**src/rtl/emesh_pkg.sv**
```systemverilog
// Shared packet, data-mode and memory-word types; imported by every emesh memory module
package emesh_pkg;

   // Packet address and data widths
   localparam int emesh_aw = 32;
   localparam int emesh_dw = 32;

   // Byte lanes in one 64-bit RAM word
   localparam int mem_lanes = 8;

   // Access size of a request
   typedef enum logic [1:0] {
      mode_byte   = 2'd0,
      mode_short  = 2'd1,
      mode_word   = 2'd2,
      mode_double = 2'd3
   } emesh_mode_e;

   // Mesh packet, 103 bits, write flag on top
   typedef struct packed {
      logic                write;
      emesh_mode_e         datamode;
      logic [3:0]          ctrlmode;
      logic [emesh_aw-1:0] dstaddr;
      // Lower half of a double write
      logic [emesh_dw-1:0] data;
      // Upper half of a double write, return address of a read
      logic [emesh_aw-1:0] srcaddr;
   } emesh_packet_t;

   // Two 32-bit halves of a RAM word
   typedef struct packed {
      logic [emesh_dw-1:0] hi;
      logic [emesh_dw-1:0] lo;
   } mem_half_t;

   // One RAM word
   // Byte view for lane writes, half view for packet data
   typedef union packed {
      logic [mem_lanes-1:0][7:0] bytes;
      mem_half_t                 half;
   } mem_word_t;

endpackage

```
**src/rtl/emesh_lane_decode.sv**
```systemverilog
// Request decoder for the emesh memory; turns one packet into RAM controls and read strobe
`timescale 1ns/1ps

module emesh_lane_decode
   import emesh_pkg::*;
#(
   // Word-address bits of the RAM
   parameter int mem_aw = 10
)(
   input  logic                 access_in,
   input  logic                 wait_in,
   input  emesh_packet_t        req,
   output logic                 en,
   output logic [mem_lanes-1:0] wen,
   output logic [mem_aw-1:0]    addr,
   output mem_word_t            din,
   output logic                 rd_take,
   output logic                 wait_out
);

   logic wr_take;

   // Reads wait for the return path, writes never do
   assign rd_take  = access_in & ~req.write & ~wait_in;
   assign wr_take  = access_in & req.write;
   assign en       = rd_take | wr_take;

   // Only a read that is actually held pushes back
   assign wait_out = access_in & ~req.write & wait_in;

   // 64-bit words, so byte offset bits are dropped
   assign addr = req.dstaddr[mem_aw+2:3];

   // Byte-lane mask
   // Write flag, mode, then low address bits; all zero for reads
   always_comb
   begin
      priority casez ({req.write, req.datamode, req.dstaddr[2:0]})
         {1'b1, mode_byte, 3'd0}:     wen = 8'h01;
         {1'b1, mode_byte, 3'd1}:     wen = 8'h02;
         {1'b1, mode_byte, 3'd2}:     wen = 8'h04;
         {1'b1, mode_byte, 3'd3}:     wen = 8'h08;
         {1'b1, mode_byte, 3'd4}:     wen = 8'h10;
         {1'b1, mode_byte, 3'd5}:     wen = 8'h20;
         {1'b1, mode_byte, 3'd6}:     wen = 8'h40;
         {1'b1, mode_byte, 3'd7}:     wen = 8'h80;
         // Short ignores address bit 0
         {1'b1, mode_short, 3'b00?}:  wen = 8'h03;
         {1'b1, mode_short, 3'b01?}:  wen = 8'h0c;
         {1'b1, mode_short, 3'b10?}:  wen = 8'h30;
         {1'b1, mode_short, 3'b11?}:  wen = 8'hc0;
         // Word picks a half by bit 2
         {1'b1, mode_word, 3'b0??}:   wen = 8'h0f;
         {1'b1, mode_word, 3'b1??}:   wen = 8'hf0;
         {1'b1, mode_double, 3'b???}: wen = 8'hff;
         default:                     wen = 8'h00;
      endcase
   end

   // Write word
   // Double carries its upper half in srcaddr
   // Smaller sizes copy data to both halves so any lane finds its bits
   always_comb
   begin
      if (req.datamode == mode_double)
      begin
         din.half.hi = req.srcaddr;
         din.half.lo = req.data;
      end
      else
      begin
         din.half.hi = req.data;
         din.half.lo = req.data;
      end
   end

endmodule

```
**config.mk**
```make
export PLATFORM = sky130hd
export DESIGN_NAME = emesh_lane_decode
export DESIGN_NICKNAME = d
export VERILOG_FILES = /design/src/rtl/emesh_pkg.sv /design/src/rtl/emesh_lane_decode.sv
export SDC_FILE = /design/constraint.sdc
export NUM_CORES = 1
export LEC_CHECK = 0
export ABC_AREA = 1
export BUFFER_PORTS_ARGS = -buffer_cell sky130_fd_sc_hd__buf_4
export CAP_MARGIN = 20
export CORE_AREA = 2 2 74 76
export DETAILED_ROUTE_END_ITERATION = 6
export DIE_AREA = 0 0 76 78
export GPL_ROUTABILITY_DRIVEN = 0
export PLACE_DENSITY = 0.67
export SLEW_MARGIN = 5
export SYNTH_ARGS = -nofsm -noshare
export SYNTH_HDL_FRONTEND = slang
export SYNTH_SLANG_ARGS = --single-unit
```
**constraint.sdc**
```tcl
create_clock -name vclk -period 1.2
set_input_delay 0.24 -clock vclk [all_inputs]
set_output_delay 0.24 -clock vclk [all_outputs]
set_load 0.1 [all_outputs]
```
# Word-level counts from Yosys, hierarchy flattened

Index checks and enable logic that the tools add are counted.

Eq/ne operators: 16
Multiplexer cells: 2
Bitwise logic cells: 7

Operators by type and width:

| operator           | count |
|---|---|
| $pmux 8 s15        | 1 |
| $mux 64            | 1 |
| $eq 6x6->1 const B | 8 |
| $eq 5x5->1 const B | 4 |
| $eq 4x4->1 const B | 2 |
| $and 1x1->1        | 4 |
| $eq 3x3->1 const B | 1 |
| $eq 2x2->1 const B | 1 |
| $not 1->1          | 2 |
| $or 1x1->1         | 1 |

Register bits: 0
Logic and storage cells: 25
Input bits: 105
Output and inout bits: 85

# Depth between registers and ports, before layout

Gate-level depths: netlist of run 1.

Depth in word-level cells: 4
Mapped depth: 5
Depth with buffers taken out: 4

# Worst setup path after synthesis of run 1

No wires, ideal clock.

Path kind: input port to output port
Start: input port req[102] in the netlist's numbering
End: output port rd_take
Data arrival time: 2.338 ns
Setup slack: -1.378 ns
Cell stages on the path: 1
Cell sequence: nor3_1

Cells in the longest elaborated chain, start to end: 3

RTL lines:

| what                     | line                    | RTL |
|---|---|---|
| start: declaration       | emesh_lane_decode.sv:12 | `input emesh_packet_t req,` |
| $not 1->1                | emesh_lane_decode.sv:24 | `assign rd_take = access_in & ~req.write & ~wait_in;` |
| $and 1x1->1 (2 in a row) | emesh_lane_decode.sv:24 |  |
| end: declaration         | emesh_lane_decode.sv:17 | `output logic rd_take,` |

Every way passes these cells.

# Worst setup path after layout of run 1

Start: input port req[65] in the netlist's numbering
End: output port wen[5]

Cells in the longest elaborated chain, start to end: 2
Elaborated cells on any way between the ends: 13

RTL lines:

| what                                            | line                    | RTL |
|---|---|---|
| $eq 6x6->1 / $eq 5x5->1 (equally long branches) | emesh_lane_decode.sv:38 | `priority casez ({req.write, req.datamode, req.dstaddr[2:0]})` |
| $pmux 8 s15 *                                   | emesh_lane_decode.sv:38 |  |
| end: declaration                                | emesh_lane_decode.sv:14 | `output logic [mem_lanes-1:0] wen,` |

Every way passes the cells marked *; elsewhere a longest branch is shown, timed or not.

==> flow_metrics.env, run 1 <==
export IMPL_fin_crit_sh=1.07
export IMPL_avgSynthCellArea_sq_um=5.13
export IMPL_first_global_vias=1827
export IMPL_num_rows=26
export IMPL_cp_required_ps=960
export IMPL_seq_area_sq_um=0
export IMPL_rsz0062_at_grt="true"
export IMPL_fp_dieW_microns=76
export IMPL_hold_violations=0
export IMPL_synth_area_sq_um=1010
export IMPL_syn_to_final_growth_pct=246
export IMPL_p_switching_w=0.00177
export IMPL_synth_fp_nets=301
export IMPL_grt_pass1_wl_mm=8.76
export IMPL_placed_cell_area_sq_um=2340
export IMPL_crit_path_end_kind="primary output"
export IMPL_grt_ovfl_total=0
export IMPL_tns_ps=-716
export IMPL_synth_top_cell_area_share=0.328
export IMPL_slew_viol_final=0
export IMPL_pwr_share_clk=0
export IMPL_holdPathEnd="addr[3]"
export IMPL_design_seq_count=0
export IMPL_utilization=0.690
export IMPL_ios=190
export IMPL_grt_max_degree=18
export IMPL_antenna_found_initial=0
export IMPL_status="finished with violations"
export IMPL_comb_power_share=1.000
export IMPL_fin_nets=420
export IMPL_maxSlewHeadroom=0.807
export IMPL_power_frac_seq=0
export IMPL_placed_cells=373
export IMPL_internal_power_w=0.000934
export IMPL_drtAntennaViolNets=0
export IMPL_layout_commonest_cell="buf_4"
export IMPL_cp_max_fo=6
export IMPL_hp_start="req[70]"
export IMPL_fillers=386
export IMPL_wl_mm=5.72
export IMPL_multi_input_area_sq_um=1320
export IMPL_routed_via_density=4.53
export IMPL_drc_errors=0
export IMPL_final_cell_mix="buf_4 (109), nand2_4 (51), buf_12 (48)"
export IMPL_p_leak_nw=1.68
export IMPL_synth_warnings=0
export IMPL_drt_initial_drc_count=39
export IMPL_path_class="in -> out"
export IMPL_cp_data_arrival_time_ps=1040
export IMPL_synth_top_area_cell="buf_4"
export IMPL_final_cells=383
export IMPL_clkbuf_count=0
export IMPL_dieArea_sq_um=5930
export IMPL_vias=1734
export IMPL_min_path_type="in -> out"
export IMPL_die_h_microns=78
export IMPL_stdcell_area_sq_um=3480
export IMPL_hold_depth=0
export IMPL_grtUsageTotal=0.176
export IMPL_worst_pin_slew_ps=291
export IMPL_p_total_w=0.00270
export IMPL_drive_gt1_frac=0.879
export IMPL_core_area_sq_um=5040
export IMPL_dp_hpwl_mm=3.55
export IMPL_ys_types=11
export IMPL_start_util=0.200
export IMPL_maxCapViolCount=0
export IMPL_ir_drop_uv=472
export IMPL_port_buffers=147
export IMPL_layout_min_cycle_time_ps=1280
export IMPL_timing_fmax_mhz=779
export IMPL_first_pass_iters=4
export IMPL_start_kind="primary input"
export IMPL_ctsHoldBuffers=0
export IMPL_synth_area_leaders="buf_4 (33%), nand3_1 (26%), nand2_1 (26%)"
export IMPL_finalSetupViolCount=19
export IMPL_netlist_instances=196
export IMPL_wl_per_cell_microns=14.9
export IMPL_swShare=0.655
export IMPL_violations="setup timing"
export IMPL_fin_ws_ps=-83.1
export IMPL_diodes=0
export IMPL_power_density_nw_per_um2=777
export IMPL_synth_seq_area_share=0
synth_stat cells (all sizes together):
| library cell | n |
|---|---|
| inv | 9 |
| a21oi | 1 |
| o21ai | 2 |
| buf | 53 |
| nand3 | 52 |
| nor2 | 9 |
| nor3 | 1 |
| nand2 | 69 |
layer usage:
layer	track usage	part of all wire
met5	0	0
met4	0.0182	0.013
met3	0.0337	0.073
met2	0.380	0.59
met1	0.175	0.33
timing repair:
item | 4_1_cts | 5_1_grt
endpoints found under the hold margin | 0 | 0
gates resized for setup | 166 | 66
gates cloned | 3 | 3
setup endpoints to repair | 42 | 38
pin swaps | 19 | 14
setup buffers | 2 | 3
kinds of logic (layout without fill, tap and decap cells):
logic type             Yosys count  after routing  synth area share
buffers and inverters           62            179             0.425
AND/OR/NAND/NOR                131            131             0.560
AO/OA/AOI/OAI                    3              3            0.0149
power by group through the flow:
stage,logic [W],registers (W),clock network (W)
global placement,0.00211,0,0
finish,0.00270,0,0
CTS,0.00254,0,0
detailed placement,0.00212,0,0
floorplan,0.00183,0,0
global route,0.00278,0,0
stage by stage:
| step | setup slack [ps] | hold slack (ps) |
|---|---|---|
| global route | -127 | 480 |
| floorplan | -249 | 587 |
| CTS | -83.6 | 481 |
| finish | -83.1 | 480 |
| global placement | -288 | 481 |
| detailed placement | -304 | 481 |
worst max path at each step:
stage	cells past startpoint	end	startpoint
CTS	5	wen[4]	req[66]
floorplan	2	en	req[102]
detailed placement	6	wen[3]	req[100]
finish	6	wen[5]	req[65]
global placement	6	wen[3]	req[100]
global route	6	wen[2]	req[65]
area by class of cell:
class / count / area share
repair buffers: 170 / 0.582
multi-input cells: 134 / 0.380
well taps: 70 / 0.0252
inverters: 9 / 0.0122
worst max-delay path, stage by stage:
cell and delay, ps:
buf_4 150, clkinvlp_4 140, buf_4 160, nand3_4 100
nand3_4 80, buf_12 170
Note: power is estimated with default switching activity, not from simulation.
==> run 2: changes to the inputs <==
- clock period: 1.2 -> 1.3 ns (I/O delays scaled with it)
==> run 2 against run 1 <==
Against the previous run:
- the flow still finishes with violations (setup timing)
- worst hold slack gained 40 ps
- sequential cell count is the same
- largest cell class unchanged
- clock-buffer cell count is the same
- routed wire length shrank 10%
- combinational power shrank 14%
- via count shrank 2.8%
- first-iteration DRC count shrank 33%
- design area shrank 11%
- power shrank 14%
- die area is the same
==> flow_metrics.env, run 2 (synthesized netlist as in run 1, its figures left out) <==
export IMPL_drt_initial_drc_count=26
export IMPL_clkbuf_count=0
export IMPL_timing_fmax_mhz=733
export IMPL_critical_path_cell_chain="buf_8 -> inv_6 -> nor2_4 -> nand3_2 -> nand3_4 -> buf_12"
export IMPL_wl_per_cell_microns=13.6
export IMPL_start_util=0.200
export IMPL_design_seq_count=0
export IMPL_hold_violations=0
export IMPL_num_rows=26
export IMPL_finalSetupViolCount=8
export IMPL_ir_drop_uv=483
export IMPL_p_leak_nw=1.54
export IMPL_crit_path_max_incr_delay_ps=260
export IMPL_utilization=0.612
export IMPL_fin_ws_ps=-63.6
export IMPL_fp_dieW_microns=76
export IMPL_path_class="in -> out"
export IMPL_dp_hpwl_mm=3.58
export IMPL_ctsHoldBuffers=0
export IMPL_grtUsageTotal=0.159
export IMPL_wl_mm=5.14
export IMPL_layout_min_cycle_time_ps=1360
export IMPL_crit_start="req[102]"
export IMPL_maxSlewHeadroom=0.800
export IMPL_seq_area_sq_um=0
export IMPL_maxCapViolCount=0
export IMPL_ios=190
export IMPL_status="finished with violations"
export IMPL_first_pass_iters=4
export IMPL_cp_data_arrival_time_ps=1100
export IMPL_vias=1685
export IMPL_drtAntennaViolNets=0
export IMPL_layout_commonest_cell="buf_4"
export IMPL_crit_end="wen[4]"
export IMPL_rsz0062_at_grt="true"
export IMPL_hp_start="req[69]"
export IMPL_final_cell_mix="buf_4 (112), buf_12 (41), nand2_1 (36)"
export IMPL_dieArea_sq_um=5930
export IMPL_drive_gt1_frac=0.767
export IMPL_core_area_sq_um=5040
export IMPL_worst_pin_slew_ps=299
export IMPL_p_total_w=0.00233
export IMPL_stdcell_area_sq_um=3090
export IMPL_path_buf_inv=3
export IMPL_cp_required_ps=1040
export IMPL_routed_via_density=4.45
export IMPL_antenna_found_initial=0
export IMPL_grt_max_degree=28
export IMPL_die_h_microns=78
export IMPL_start_kind="primary input"
export IMPL_worstSetupPathDepth=6
export IMPL_port_buffers=147
export IMPL_crit_path_end_kind="primary output"
export IMPL_placed_cell_area_sq_um=2300
export IMPL_syn_to_final_growth_pct=207
export IMPL_cp_max_fo=8
export IMPL_min_path_type="in -> out"
export IMPL_fin_nets=416
export IMPL_critical_path_top_delay_family="simple AND/OR/NAND/NOR gates"
export IMPL_crit_slowest_cell="nor2_4"
export IMPL_first_global_vias=1702
export IMPL_grt_pass1_wl_mm=8.09
export IMPL_violations="setup timing"
export IMPL_grt_ovfl_total=0
export IMPL_drc_errors=0
export IMPL_fin_crit_sh=1.05
export IMPL_diodes=0
export IMPL_slew_viol_final=0
export IMPL_power_density_nw_per_um2=755
[run 2: cell type report]
type	instances	area, sq um
fill	420	1960
timing repair buffer	166	1860
multi-input combinational	134	1100
tap	70	87.6
inverter	9	42.5
[run 2: worst min path at each step]
stage / endpoint / slack (ps) / cells after the start
2_1_floorplan: rd_take / 630 / 1
3_3_place_gp: addr[0] / 520 / 0
3_5_place_dp: addr[0] / 520 / 0
4_1_cts: addr[0] / 520 / 0
5_1_grt: addr[2] / 520 / 0
6_report: addr[2] / 520 / 0
[run 2: timing repair]
item,4_1_cts,5_1_grt
setup buffers,3,2
endpoints found under the hold margin,0,0
pin swaps,7,16
resized for setup,131,35
endpoints found under the setup margin,41,28
gates cloned,1,1
[run 2: report_power, final]
group          internal, W  switching (W)
Clock                    0              0
Sequential               0              0
Combinational     0.000763        0.00157
[run 2: layer usage]
layer	track usage	vias up	part of all wire
li1	-	821	-
met3	0.0279	10	0.076
met5	0	-	0
met4	0.0164	0	0.013
met2	0.346	82	0.58
met1	0.158	772	0.33
[run 2: stage by stage]
| step | setup slack (ps) | TNS [ps] | cells | hold slack [ps] |
|---|---|---|---|---|
| floorplan | -78.4 | -303 | 196 | 627 |
| global placement | -268 | -8810 | 372 | 521 |
| detailed placement | -300 | -9580 | 372 | 521 |
| CTS | -30.3 | -159 | 376 | 521 |
| global route | -118 | -774 | 379 | 520 |
| finish | -63.6 | -279 | 379 | 520 |
