File: src/rtl/emesh_pkg.sv
// Shared packet, data-mode and memory-word types; imported by every emesh memory module
package emesh_pkg;

   // Packet address and data widths
   localparam int emesh_aw = 32;
   localparam int emesh_dw = 32;

   // Byte lanes in one 64-bit RAM word
   localparam int mem_lanes = 8;

   // Access size of a request
   typedef enum logic [1:0] {
      mode_byte   = 2'd0,
      mode_short  = 2'd1,
      mode_word   = 2'd2,
      mode_double = 2'd3
   } emesh_mode_e;

   // Mesh packet, 103 bits, write flag on top
   typedef struct packed {
      logic                write;
      emesh_mode_e         datamode;
      logic [3:0]          ctrlmode;
      logic [emesh_aw-1:0] dstaddr;
      // Lower half of a double write
      logic [emesh_dw-1:0] data;
      // Upper half of a double write, return address of a read
      logic [emesh_aw-1:0] srcaddr;
   } emesh_packet_t;

   // Two 32-bit halves of a RAM word
   typedef struct packed {
      logic [emesh_dw-1:0] hi;
      logic [emesh_dw-1:0] lo;
   } mem_half_t;

   // One RAM word
   // Byte view for lane writes, half view for packet data
   typedef union packed {
      logic [mem_lanes-1:0][7:0] bytes;
      mem_half_t                 half;
   } mem_word_t;

endpackage

File: src/rtl/emesh_read_return.sv
// Read-return stage; registers read fields and builds the response packet from RAM data
`timescale 1ns/1ps

module emesh_read_return
   import emesh_pkg::*;
(
   input  logic          clk,
   input  logic          arst_n,
   input  logic          rd_take,
   input  emesh_packet_t req,
   input  mem_word_t     dout,
   output logic          access_out,
   output emesh_packet_t packet_out
);

   // Fields kept from the taken read
   logic                half_sel_q;
   emesh_mode_e         datamode_q;
   logic [3:0]          ctrlmode_q;
   logic [emesh_aw-1:0] retaddr_q;

   // One pulse per taken read, next cycle
   always_ff @(posedge clk or negedge arst_n)
   begin
      if (!arst_n)
      begin
         access_out <= 1'b0;
      end
      else
      begin
         access_out <= rd_take;
      end
   end

   // Payload capture
   always_ff @(posedge clk)
   begin
      if (rd_take)
      begin
         half_sel_q <= req.dstaddr[2];
         datamode_q <= req.datamode;
         ctrlmode_q <= req.ctrlmode;
         // Response goes back to the requester
         retaddr_q  <= req.srcaddr;
      end
   end

   // Response packet, valid while access_out is high
   always_comb
   begin
      packet_out.write    = 1'b1;
      packet_out.datamode = datamode_q;
      packet_out.ctrlmode = ctrlmode_q;
      packet_out.dstaddr  = retaddr_q;
      packet_out.data     = half_sel_q ? dout.half.hi : dout.half.lo;
      // Upper half always rides in srcaddr
      packet_out.srcaddr  = dout.half.hi;
   end

endmodule

File: config.mk
export PLATFORM = sky130hd
export DESIGN_NAME = emesh_read_return
export DESIGN_NICKNAME = d
export VERILOG_FILES = /design/src/rtl/emesh_pkg.sv /design/src/rtl/emesh_read_return.sv
export SDC_FILE = /design/constraint.sdc
export NUM_CORES = 1
export LEC_CHECK = 0
export ABC_CLOCK_PERIOD_IN_PS = 1600
export BUFFER_PORTS_ARGS = -buffer_cell sky130_fd_sc_hd__buf_2
export CORE_AREA = 5 5 104 106
export CTS_CLUSTER_SIZE = 25
export DETAILED_ROUTE_END_ITERATION = 7
export DIE_AREA = 0 0 109 111
export HOLD_SLACK_MARGIN = 0.03
export PLACE_DENSITY = 0.54
export SLEW_MARGIN = 20
export SYNTH_ARGS = -nofsm -noshare
export SYNTH_HDL_FRONTEND = slang
export SYNTH_SLANG_ARGS = --single-unit
File: constraint.sdc
create_clock -name clk -period 1.6 [get_ports clk]
set_input_delay 0.48 -clock clk [delete_from_list [all_inputs] [get_ports clk]]
set_output_delay 0.48 -clock clk [all_outputs]
set_load 0.01 [all_outputs]
Word-level counts from Yosys, hierarchy flattened
Index checks and enable logic that the tools add are counted.
{"block": "word_totals", "register_bits": 40, "in_bits": 170, "latch_bits": 0, "output_inout_bits": 104, "mem_bits_rw": 0, "n_memories": 0, "mem_bits_ro": 0}
{"block": "classes", "shift": 0, "n_div": 0, "add_sub_neg": 0, "n_bitwise": 0, "muxes": 1, "mul": 0, "n_eq_ne": 0, "order_cmp": 0, "n_reduce_logical": 0}
{"cell": "2-to-1 mux 32 bit", "count": 1}

Longest topological paths before layout
Gate-level depths: netlist of the first run.
{"block": "logic_depth", "depth_word": 1, "ltp_mapped": 3}

Worst setup path before layout of the first run
Ideal clock, no wire load.
{"block": "synth_path", "kind": "register to output", "from": "register half_sel_q", "to": "output packet_out[32] (netlist bit)", "path_slack_ps": 168, "arrival_time_ps": 952, "path_stages_with_launch": 4, "cell_sequence": "edfxtp_1 > buf_6 > buf_12 > mux2_4"}
{"element": "start: declaration", "line_no": "emesh_read_return.sv:17", "text": "logic half_sel_q;"}
{"element": "start signal: assignment", "line_no": "emesh_read_return.sv:40", "text": "half_sel_q <= req.dstaddr[2];"}
{"element": "end: declaration", "line_no": "emesh_read_return.sv:13", "text": "output emesh_packet_t packet_out"}

==> results.txt, run 1 <==
The total of flip-flops plus latches after synthesis came out at 40. The wire length per cell after detailed routing is 14.2 um. For this block, the routed nets add up to 6.11 mm of wire. The antenna diode count came out at 0.

The tool flagged a number of max-cap violations equal to 0. The area share of and/or/nand/nor cells after synthesis came out at 0%. The gate count of the mapped netlist is 110.

The total of fill cells in the finished design came out at between 900 and 1000. The synthesized netlist devotes 0% of its cell area to XOR and XNOR gates. The run finished, with violations left. For this run, the number of Yosys warnings is 0. The launch instance of the worst min-delay path is req[23]. The die is 109 um wide. TritonCTS built the clock tree. The total congestion overflow after global routing came out at 0. Cells fill 34.3% of the core in the end. The worst-case IR drop observed on VDD is 0.616 mV.

The floorplan die area is 12100 sq um. The synthesized netlist devotes 0% of its cell area to adder and majority cells. The data required time of the worst path came out at 1.12 ns. The largest fanout of any net on the critical path is 8. After clock tree synthesis, the clock-pin slew on the worst setup and hold paths is 0.07 ns.

The hold violation total from the final report is 0. The worst setup path is launched from a register. The H-tree generated during clock tree synthesis spans 2 levels. The worst setup path is captured at a primary output.

Across every metal layer, demand over resource in global routing totals slightly below 9%. Subtracting the final worst setup slack from the clock period gives 1.92 ns. The buffer levels on the longest clock path came out at 2. The number of antenna violations at the first check in global routing is 0.

Setup repair after global routing could not meet its margin everywhere. In the synthesized netlist, mux cells make up 23.7% of the area. The final critical-path setup slack came out at -0.320 ns. The final-stage net count is between 400 and 500.

Routability-driven placement finished with a final weighted congestion of 0.715. The worst setup path is of the register to primary output kind. The total iterations of the first detailed-routing run came out at 4.

For this run, the top clock speed supported by timing is roughly 520 MHz. The worst hold margin came out at 0.370 ns. The root buffer selected by CTS is clkbuf_8.

The maximum number of pins on one net before global-route repair came out at 41. The floorplan die height is 111 um. The number of global-route vias before repair came out at 1630. The initialized floorplan defines 36 standard-cell rows. The core area is 9680 sq um.

The CTS sink count is 40. The power density of the placed cells is 847 nW/um^2. After the first detailed-routing iteration, the DRC count stood at 28. The detail-routed via count per cell came out at 3.64.

The number of placed I/O pins came out at 274. The total count of max-transition violations in the final report is 0. The final critical path takes up 120% of the cycle.

Summing the areas of all compound-gate instances in the mapped netlist gives 0% of the synthesized area. The count of buffers inserted at the top-level ports is approximately 210. The residual antenna-violating net count after detailed routing came out at 0.

TritonCTS created 5 clock buffers. The sink of the worst hold path is retaddr_q[23]. The portion of the post-synthesis area used by sequential elements is 60.1%. Prior to clock tree synthesis, the placed netlist has a worst setup slack of -0.0267 ns.

The final setup violation count came out at 32. The residual DRC count is 0. The cell area that synthesis handed to floorplanning was ~2000 sq um. edfxtp_1 takes more of the synthesized area than any other cell. The leakage power of the design is around 1.7 nW. The count of different cell masters after synthesis came out at 8. After synthesis, the largest family of logic cells by area is multiplexers. The synthesized design devotes to its leading area cell type 58.8% of total area. The data arrival time of the critical path is 1.44 ns. Detailed routing inserted a total of 1563 vias. The synthesis-to-layout area growth is 66.5%. The share of cells above drive strength 1 came out at 85.5%. The final reports fail on negative setup slack. The total nets after synthesis is 280.

By area the synthesized netlist is led by edfxtp_1 (59%), mux2_4 (23%), buf_4 (12%), buf_12 (3.0%), dfrtp_1 (1.3%). The mean instance size in the synthesized netlist came out at 18.1 sq um. The wire length of the first global-routing pass is 8.36 mm. For this configuration, the core starts out at a cell density of about a fifth. Counting instances, the worst hold path has a depth of 1. In this run the worst hold path is classified as primary input to register.
-- sequential cells by signal, summed over array words and instances, names as in the netlist --
register	cells
retaddr_q	32
datamode_q	2
half_sel_q	1
access_out	1
ctrlmode_q	4
-- kinds of logic after synthesis --
logic type             Yosys count
buffers and inverters           37
other                            1
flip-flops                      40
multiplexers                    32
-- power by group --
part	internal, W	switching (W)	leakage [nW]
Clock	0.000463	0.000317	0.0552
Combinational	0.000450	0.000321	1.21
Sequential	0.00124	0.0000202	0.393
-- synth_stat cells (all sizes together) --
cell type	number
conb	1
dfrtp	1
buf	37
mux2	32
edfxtp	39
-- layout by cell type, fill, tap and decap left out --
cell type / Yosys / routed
mux2_2: 2 / 1
clkbuf_16: 0 / 2
dfrtp_1: 1 / 1
clkbuf_1: 0 / 1
mux2_4: 30 / 31
buf_12: 3 / 3
conb_1: 1 / 1
buf_2: 0 / 177
buf_6: 1 / 32
edfxtp_1: 39 / 39
bufinv_16: 0 / 1
clkbuf_8: 0 / 5
clkinv_2: 0 / 1
dlygate4sd3_1: 0 / 1
-- critical path: stages (launching register included) --
cell and delay [ns]:
edfxtp_1 0.41, buf_12 0.16, clkbuf_16 0.16, mux2_4 0.30
buf_6 0.12
-- metrics by stage --
step	cell area (sq um)	std cells	power, W	setup TNS (ns)
after floorplan	1990	110	0.00164	0
after global placement	2920	416	0.00192	-0.0351
after CTS	3220	425	0.00282	-9.01
final	3320	429	0.00281	-9.85
after global routing	3320	429	0.00296	-11.46
after detailed placement	2920	416	0.00193	-0.0484
-- area by class of cell --
cell class              count  area, sq um  share of cell area, %
repair buffers            215         1370                   41.2
flip-flops and latches     40         1200                   36.1
multi-input cells          33          480                   14.5
well taps                 133          166                   5.02
clock buffers               6         72.6                   2.19
clock inverters             2         35.0                   1.06
-- routing by layer --
layer | GRT usage [%] | up-vias | routed length (um)
met4 | 3.03 | 0 | 36
met3 | 4.54 | 2 | 911
met1 | 7.97 | 701 | 1990
met5 | 0 | - | 0
met2 | 16.4 | 126 | 3170
li1 | - | 734 | -
-- how the worst max path moves through the flow --
stage	start	to	slack (ns)	cells after the start
final	half_sel_q	packet_out[63]	-0.32	4
after global placement	half_sel_q	packet_out[61]	-0.02	3
after global routing	half_sel_q	packet_out[59]	-0.37	4
after CTS	half_sel_q	packet_out[62]	-0.34	3
after detailed placement	half_sel_q	packet_out[62]	-0.03	3
after floorplan	half_sel_q	packet_out[32]	0.17	3
-- what timing repair did --
action                                  CTS  global route
cloned                                    0             3
setup buffers                             0             1
endpoints found under the setup margin   32            32
hold buffers                              1             0
endpoints found under the hold margin     1             0
gates resized for setup                  29             5
pin swaps                                 0             0
(Power assumes the default switching activity.)
==> run 2: changes to the inputs <==
--- a/config.mk
+++ b/config.mk
@@ -5,12 +5,13 @@
 export SDC_FILE = /design/constraint.sdc
 export NUM_CORES = 1
 export LEC_CHECK = 0
+export ABC_AREA = 1
 export ABC_CLOCK_PERIOD_IN_PS = 1600
 export BUFFER_PORTS_ARGS = -buffer_cell sky130_fd_sc_hd__buf_2
-export CORE_AREA = 5 5 104 106
+export CORE_AREA = 5 5 103 105
 export CTS_CLUSTER_SIZE = 25
 export DETAILED_ROUTE_END_ITERATION = 7
-export DIE_AREA = 0 0 109 111
+export DIE_AREA = 0 0 108 110
 export HOLD_SLACK_MARGIN = 0.03
 export PLACE_DENSITY = 0.54
 export SLEW_MARGIN = 20
==> run 2 against run 1 <==
Compared with the run above: power fell by 2.9%; highest routed layer unchanged; global-route usage rose by 1.1 points; via count rose by 21%; sequential share of layout area fell by 0.26 points; first-iteration DRC count rose to 4.0 times the previous value; worst setup slack improved by 0.16 ns; clock-buffer cell count rose by 1; the flow still finishes with violations (negative setup slack).
==> results.txt, run 2 <==
The share of synthesized registers carrying an async set or reset came out at 2.50%. The share of synthesized area in the top cell type comes to 60.4%. The total count of max-transition violations in the final report came out at 0. For this configuration, the core starts out at a cell density of between 20% and 30%. The number of placed instances, taps included, is 483. The data arrival time of the critical path is 1.28 ns.

Dividing total power by cell area gives a power density of 817 nW/um^2. The tree is rooted in a clkbuf_8. The flip-flop count of the largest register, all copies and words added is 32. The total detailed-routing wirelength is 6.81 mm. Yosys instantiated no cell more often than nand2_1. The layout has 958 filler cells. TritonCTS built the clock tree. The hold violation total from the final report came out at 0. The via count of the routed design came out at 1896. The buffer levels on the longest clock path is 2.

The total nets after synthesis came out at between 300 and 400. The most common library cell in the layout ignoring fill and taps is buf_2. The leakage power of the design came out at 1.75 nW. Before antenna repair, the detailed router went through 4 iterations. The antenna diode count is 0. The overall routing resource usage came out at 9.92%. The portion of the post-synthesis area used by sequential elements came out at between 60% and 70%. The wire length of the first global-routing pass is ~9.0 mm.

The final reports fail on negative setup slack. The wire length per cell after detailed routing is 13.6 um. Grouping stages by cell kind, the critical path spends the most delay in buffers and inverters. Ranked by total cell area, the synthesized netlist is headed by edfxtp_1 (60%), nand2_1 (17%), buf_4 (13%), nand2_2 (3.2%), clkbuf_8 (2.1%).

The core area is about 9500 sq um. The number of global-route vias before repair came out at approximately 1800. The netlist area before placement came out at 1940 sq um. The worst setup path is launched from a register. The clock edge transition at the registers on the reported setup and hold paths came out at 0.08 ns. The synthesis-to-layout area growth came out at 72.3%. Counting instances in the post-synthesis netlist gives the leading cell types as nand2_1 (86), edfxtp_1 (39), buf_4 (33). Traced cell by cell, the critical path runs through buf_6, clkbuf_16, nand2_2, nand2_1, buf_2. The combined flip-flop and latch cell area came out at 1200 sq um. Of all cell types, the one taking the most synthesized area is edfxtp_1.

For this run the aggregate overflow at the end of global routing stands at 0. The shortest clock period the worst path allows after layout came out at 1.76 ns. The largest fanout of any net on the critical path is 6. Entering global routing, the biggest net connects 26 pins. The die is 108 um wide.

The data required time of the worst path came out at between 1 and 1.5 ns. The category of the worst setup path capture point is a primary output. Averaged over all synthesized cells, the footprint is around 11 sq um. The floorplan die height came out at 110 um. The delay of the slowest critical-path stage is 0.42 ns. Of the available clock period, the critical path in the final layout requires 110%. The H-tree level count came out at 2. The worst min-delay path category is primary input to register. The count of buffers inserted at the top-level ports came out at 208. Setup repair after global routing could not meet its margin everywhere.

The filler-free cell count of the finished design came out at 499. The worst setup slack before clock tree synthesis came out at roughly 0.1 ns. The total of max-cap violations came out at 0. In the final design database the tool counted 535 nets. The run finished, with violations left.

The worst setup path is of the register to primary output kind. The gate count of the mapped netlist came out at 178. The number of synthesis warnings came out at 0. The residual DRC count came out at 0. The cell row count is 36. In the final layout, the registers with the most flip-flops are retaddr_q: 32 flops, ctrlmode_q: 4 flops, datamode_q: 2 flops. Summing all multi-input logic gate instances after layout gives 557 sq um. The detail-routed via count per cell is between 3 and 4. The CTS sink count is 40.

The number of buffer and inverter instances along the worst setup path came out at 3. Summed over all nets, the half-perimeter wirelength after detailed placement is 5.07 mm. The setup TNS came out at -4.40 ns. The final critical-path setup slack is -0.162 ns. The number of DRC markers in iteration 0 came out at 113. The final setup violation count is 32. For this design the top-level I/O count stands at between 200 and 300. The total CTS buffers is 5.

The total of flip-flops plus latches after synthesis came out at 40. The number of enable-type register cells in the synthesized netlist came out at 39. The library cells used most frequently in the layout, excluding fill and tap cells, are buf_2 (196), nand2_1 (47), edfxtp_1 (39).

The residual antenna-violating net count after detailed routing is 0. On the critical path, the stage with the largest delay is an instance of edfxtp_1. After synthesis, the netlist uses 10 different library cells. Cells fill 35.0% of the core in the end.

The die covers 11900 sq um. The routability congestion estimate came out at 0.686. The number of antenna violations at the first check in global routing is 0. Ranked by flip-flop count, first place goes to retaddr_q.

The predominant post-synthesis flop cell is edfxtp_1. The upper clock frequency limit came out at 568 MHz. The peak supply drop came out at 0.608 mV. The share of cells above drive strength 1 came out at roughly 75%.
==> run 2: path summary, 6_finish.rpt <==
path                       startpoint              to  slack [ns]  cells past startpoint
worst max-delay path       half_sel_q  packet_out[40]       -0.16                      5
worst min-delay path          req[24]   retaddr_q[24]        0.37                      1
max in group asynchronous      arst_n      access_out        1.03                      2
min in group asynchronous      arst_n      access_out        0.49                      2
==> run 2: layout make-up <==
| class | instances | area share, % |
|---|---|---|
| clock buffers | 7 | 2.58 |
| inverters | 1 | 0.599 |
| flip-flops and latches | 40 | 35.8 |
| well taps | 133 | 4.98 |
| clock inverters | 1 | 0.225 |
| repair buffers | 219 | 38.7 |
| repair inverters | 1 | 0.487 |
| multi-input cells | 97 | 16.7 |
==> run 2: metrics by stage <==
step	power, W	instance area, sq um	hold WS (ns)
after floorplan	0.00160	1940	0.184
after global placement	0.00190	2860	0.256
after detailed placement	0.00190	2860	0.257
after CTS	0.00270	3130	0.351
after global routing	0.00289	3340	0.346
final	0.00273	3340	0.366
==> run 2: timing repair <==
item	CTS	global route
setup endpoints to repair	32	32
resized for setup	28	45
setup buffers	3	0
pin swaps	8	10
endpoints found under the hold margin	1	0
hold buffers	1	0
cloned	3	1
==> run 2: logic make-up (layout without fill, tap and decap cells) <==
family | after synthesis | in the layout | share of synthesized area (%)
AND/OR/NAND/NOR | 96 | 96 | 19.9
buffers and inverters | 41 | 229 | 18.3
flip-flops | 40 | 40 | 61.7
other | 1 | 1 | 0.193
==> run 2: layer usage <==
metal | part of all wire [%] | global-route usage (%)
met3 | 14 | 4.78
met4 | 1.2 | 3.25
met1 | 34 | 9.60
met5 | 0 | 0
met2 | 50 | 18.5
==> run 2: report_power, final <==
group / internal, W / total, W / switching (W)
clock network: 0.000350 / 0.000691 / 0.000340
registers: 0.00124 / 0.00126 / 0.0000200
logic: 0.000373 / 0.000780 / 0.000407
==> run 3: changes to the inputs <==
--- a/config.mk
+++ b/config.mk
@@ -7,7 +7,7 @@
 export LEC_CHECK = 0
 export ABC_AREA = 1
 export ABC_CLOCK_PERIOD_IN_PS = 1600
-export BUFFER_PORTS_ARGS = -buffer_cell sky130_fd_sc_hd__buf_2
+export BUFFER_PORTS_ARGS = -buffer_cell sky130_fd_sc_hd__buf_4
 export CORE_AREA = 5 5 103 105
 export CTS_CLUSTER_SIZE = 25
 export DETAILED_ROUTE_END_ITERATION = 7
==> run 3 against run 2 <==
Compared with the run above: the run still ends with negative setup slack left; largest cell class unchanged; wire length increased by 9.9%; clock power increased by 2%; global-route usage increased by 1.6 points.
==> results.txt, run 3 (synthesized netlist as in run 2, its figures left out) <==
The number of placed I/O pins is 274. The critical path goes through buf_8, buf_8, nand2_1, nand2_1, buf_6. The post-route cell area is 3960 sq um.

The number of DRC markers in iteration 0 is 58. The antenna diode count came out at 0. The via count of the routed design is 1951. The wire length per cell after detailed routing is 15.0 um. In the layout the commonest cells are buf_4 (178), nand2_2 (46), edfxtp_1 (39). The share of cells above drive strength 1 is 79.2%. The count of buffers inserted at the top-level ports is about 210.

The power density of the placed cells came out at 752 nW/um^2. After floorplanning, the core was divided into 36 placement rows. The initial cell density of the core is 20.3%. The fraction of the cycle the final worst path needs is 110%. The largest individual stage delay along the critical path comes from the cell edfxtp_1. The final layout contains 535 nets. The setup TNS came out at -4.82 ns. The H-tree level count came out at 2. The total count of max-transition violations in the final report came out at 0. Ranked by flip-flop count, first place goes to retaddr_q. The hold violation total from the final report came out at 0. The data required time of the worst path came out at 1.12 ns. Setup repair after global routing could not meet its margin everywhere. The worst setup path is captured at a primary output. The residual antenna-violating net count after detailed routing came out at 0.

The largest single stage delay on the critical path is 0.43 ns. TritonCTS built the clock tree. In the routed design, unresolved DRC markers number 0. The total congestion overflow after global routing is 0. The detail-routed via count per cell came out at 3.91. The core area came out at roughly 9500 sq um. The total iterations of the first detailed-routing run came out at 4. The floorplan die height came out at 110 um. Compared with the post-synthesis result, the final layout area differs by 104%. In the final layout, the registers with the most flip-flops are retaddr_q: 32 flops, ctrlmode_q: 4 flops, datamode_q: 2 flops. The final setup violation count is 32. The largest fanout of any net on the critical path came out at 8. The number of global-route vias before repair came to ~2100. The startpoint kind of the worst setup timing path is a register. The worst setup slack before clock tree synthesis is 0.0795 ns.

The final reports fail on negative setup slack. For the finished layout, the period the worst path requires is roughly 1.8 ns. The leakage power of the design came out at 1.95 nW. Cells fill 41.5% of the core in the end. The overall routing resource usage came out at 11.5%. The root buffer selected by CTS is clkbuf_8.

The register with the most flip-flops in the layout has 32 of them. After clock tree synthesis, the clock-pin slew on the worst setup and hold paths is 0.08 ns. For the worst setup path, the data arrival time is 1.28 ns.

The total power consumption of the routed design came out at 0.00298 W. Routability-driven placement finished with a final weighted congestion of between 0.6 and 0.7. The die width came out at 108 um. The floorplan die area came out at roughly 12000 sq um. The number of antenna violations at the first check in global routing was 0. The first global-routing pass estimated 10.5 mm of wire.

The maximum number of pins on one net before global-route repair came out at 34. The total placed instance area is roughly 3400 sq um. CTS saw 40 sinks. The worst min-delay path category is primary input to register. VDD sags by at most 0.593 mV. The total detailed-routing wirelength is around 7.5 mm. Leaving out fill and tap cells, the most frequent cell in the layout is buf_4. The run finished, with violations left.

The total of fill cells in the finished design is 925. The buffer levels on the longest clock path came out at 2. The total CTS buffers is 5. The final critical-path setup slack came out at -0.161 ns.

After legalization and detailed placement, the total HPWL measured between 5 and 6 mm. The critical path is of the register to primary output type. Along the worst hold path, the cell count comes to 1. Across the run, the number of max-cap violations was 0. The upper clock frequency limit is 568 MHz.
[run 3: cell types whose count changed in the layout (fill, tap and decap cells not counted), moves of 11 or more]
cell / change
nand2_2: +11
nand2_1: -13
buf_6: +18
buf_2: -196
buf_4: +175
[run 3: where the power goes]
part / total [W] / switching [W] / internal [W] / leakage, nW
combinational: 0.00101 / 0.000442 / 0.000573 / 1.52
clock: 0.000702 / 0.000353 / 0.000349 / 0.0434
sequential: 0.00126 / 0.0000237 / 0.00124 / 0.393
total: 0.00298 / 0.000818 / 0.00216 / 1.95
[run 3: layout make-up]
cell class	count	area (sq um)	share of cell area (%)
clock buffer	6	82.6	2.08
clock inverter	2	15.0	0.379
inverter	1	20.0	0.505
multi-input combinational	97	599	15.1
sequential	40	1200	30.2
tap	133	166	4.20
timing repair buffer	218	1860	46.9
timing repair inverter	2	22.5	0.569
[run 3: per-layer routing]
| layer | wire, um | track usage, % | up-vias |
|---|---|---|---|
| met3 | 1090 | 5.36 | 7 |
| li1 | - | - | 906 |
| met4 | 102 | 4.42 | 0 |
| met2 | 3870 | 22.2 | 142 |
| met1 | 2420 | 10.5 | 896 |
| met5 | 0 | 0 | - |
[run 3: path summary, 6_finish.rpt]
| path | startpoint | end |
|---|---|---|
| worst max-delay path | half_sel_q | packet_out[54] |
| worst min-delay path | req[24] | retaddr_q[24] |
| max in group asynchronous | arst_n | access_out |
| min in group asynchronous | arst_n | access_out |
[run 3: worst max-delay path: cells and delay by family, from the launching register on]
| family | cells | cell delay, ns |
|---|---|---|
| buffers and inverters | 3 | 0.44 |
| flip-flops | 1 | 0.43 |
| AND/OR/NAND/NOR | 2 | 0.12 |
[run 3: per-stage QoR]
step / hold slack, ns / instances
floorplan: 0.184 / 178
global placement: 0.256 / 482
detailed placement: 0.258 / 482
CTS: 0.344 / 499
global route: 0.339 / 499
finish: 0.362 / 499
[run 3: timing repair]
action	4_1_cts	5_1_grt
gates resized for setup	71	41
hold endpoints to repair	1	0
gates cloned	5	0
pin swaps	31	9
buffers inserted	3	0
hold buffers	1	0
setup endpoints to repair	32	32
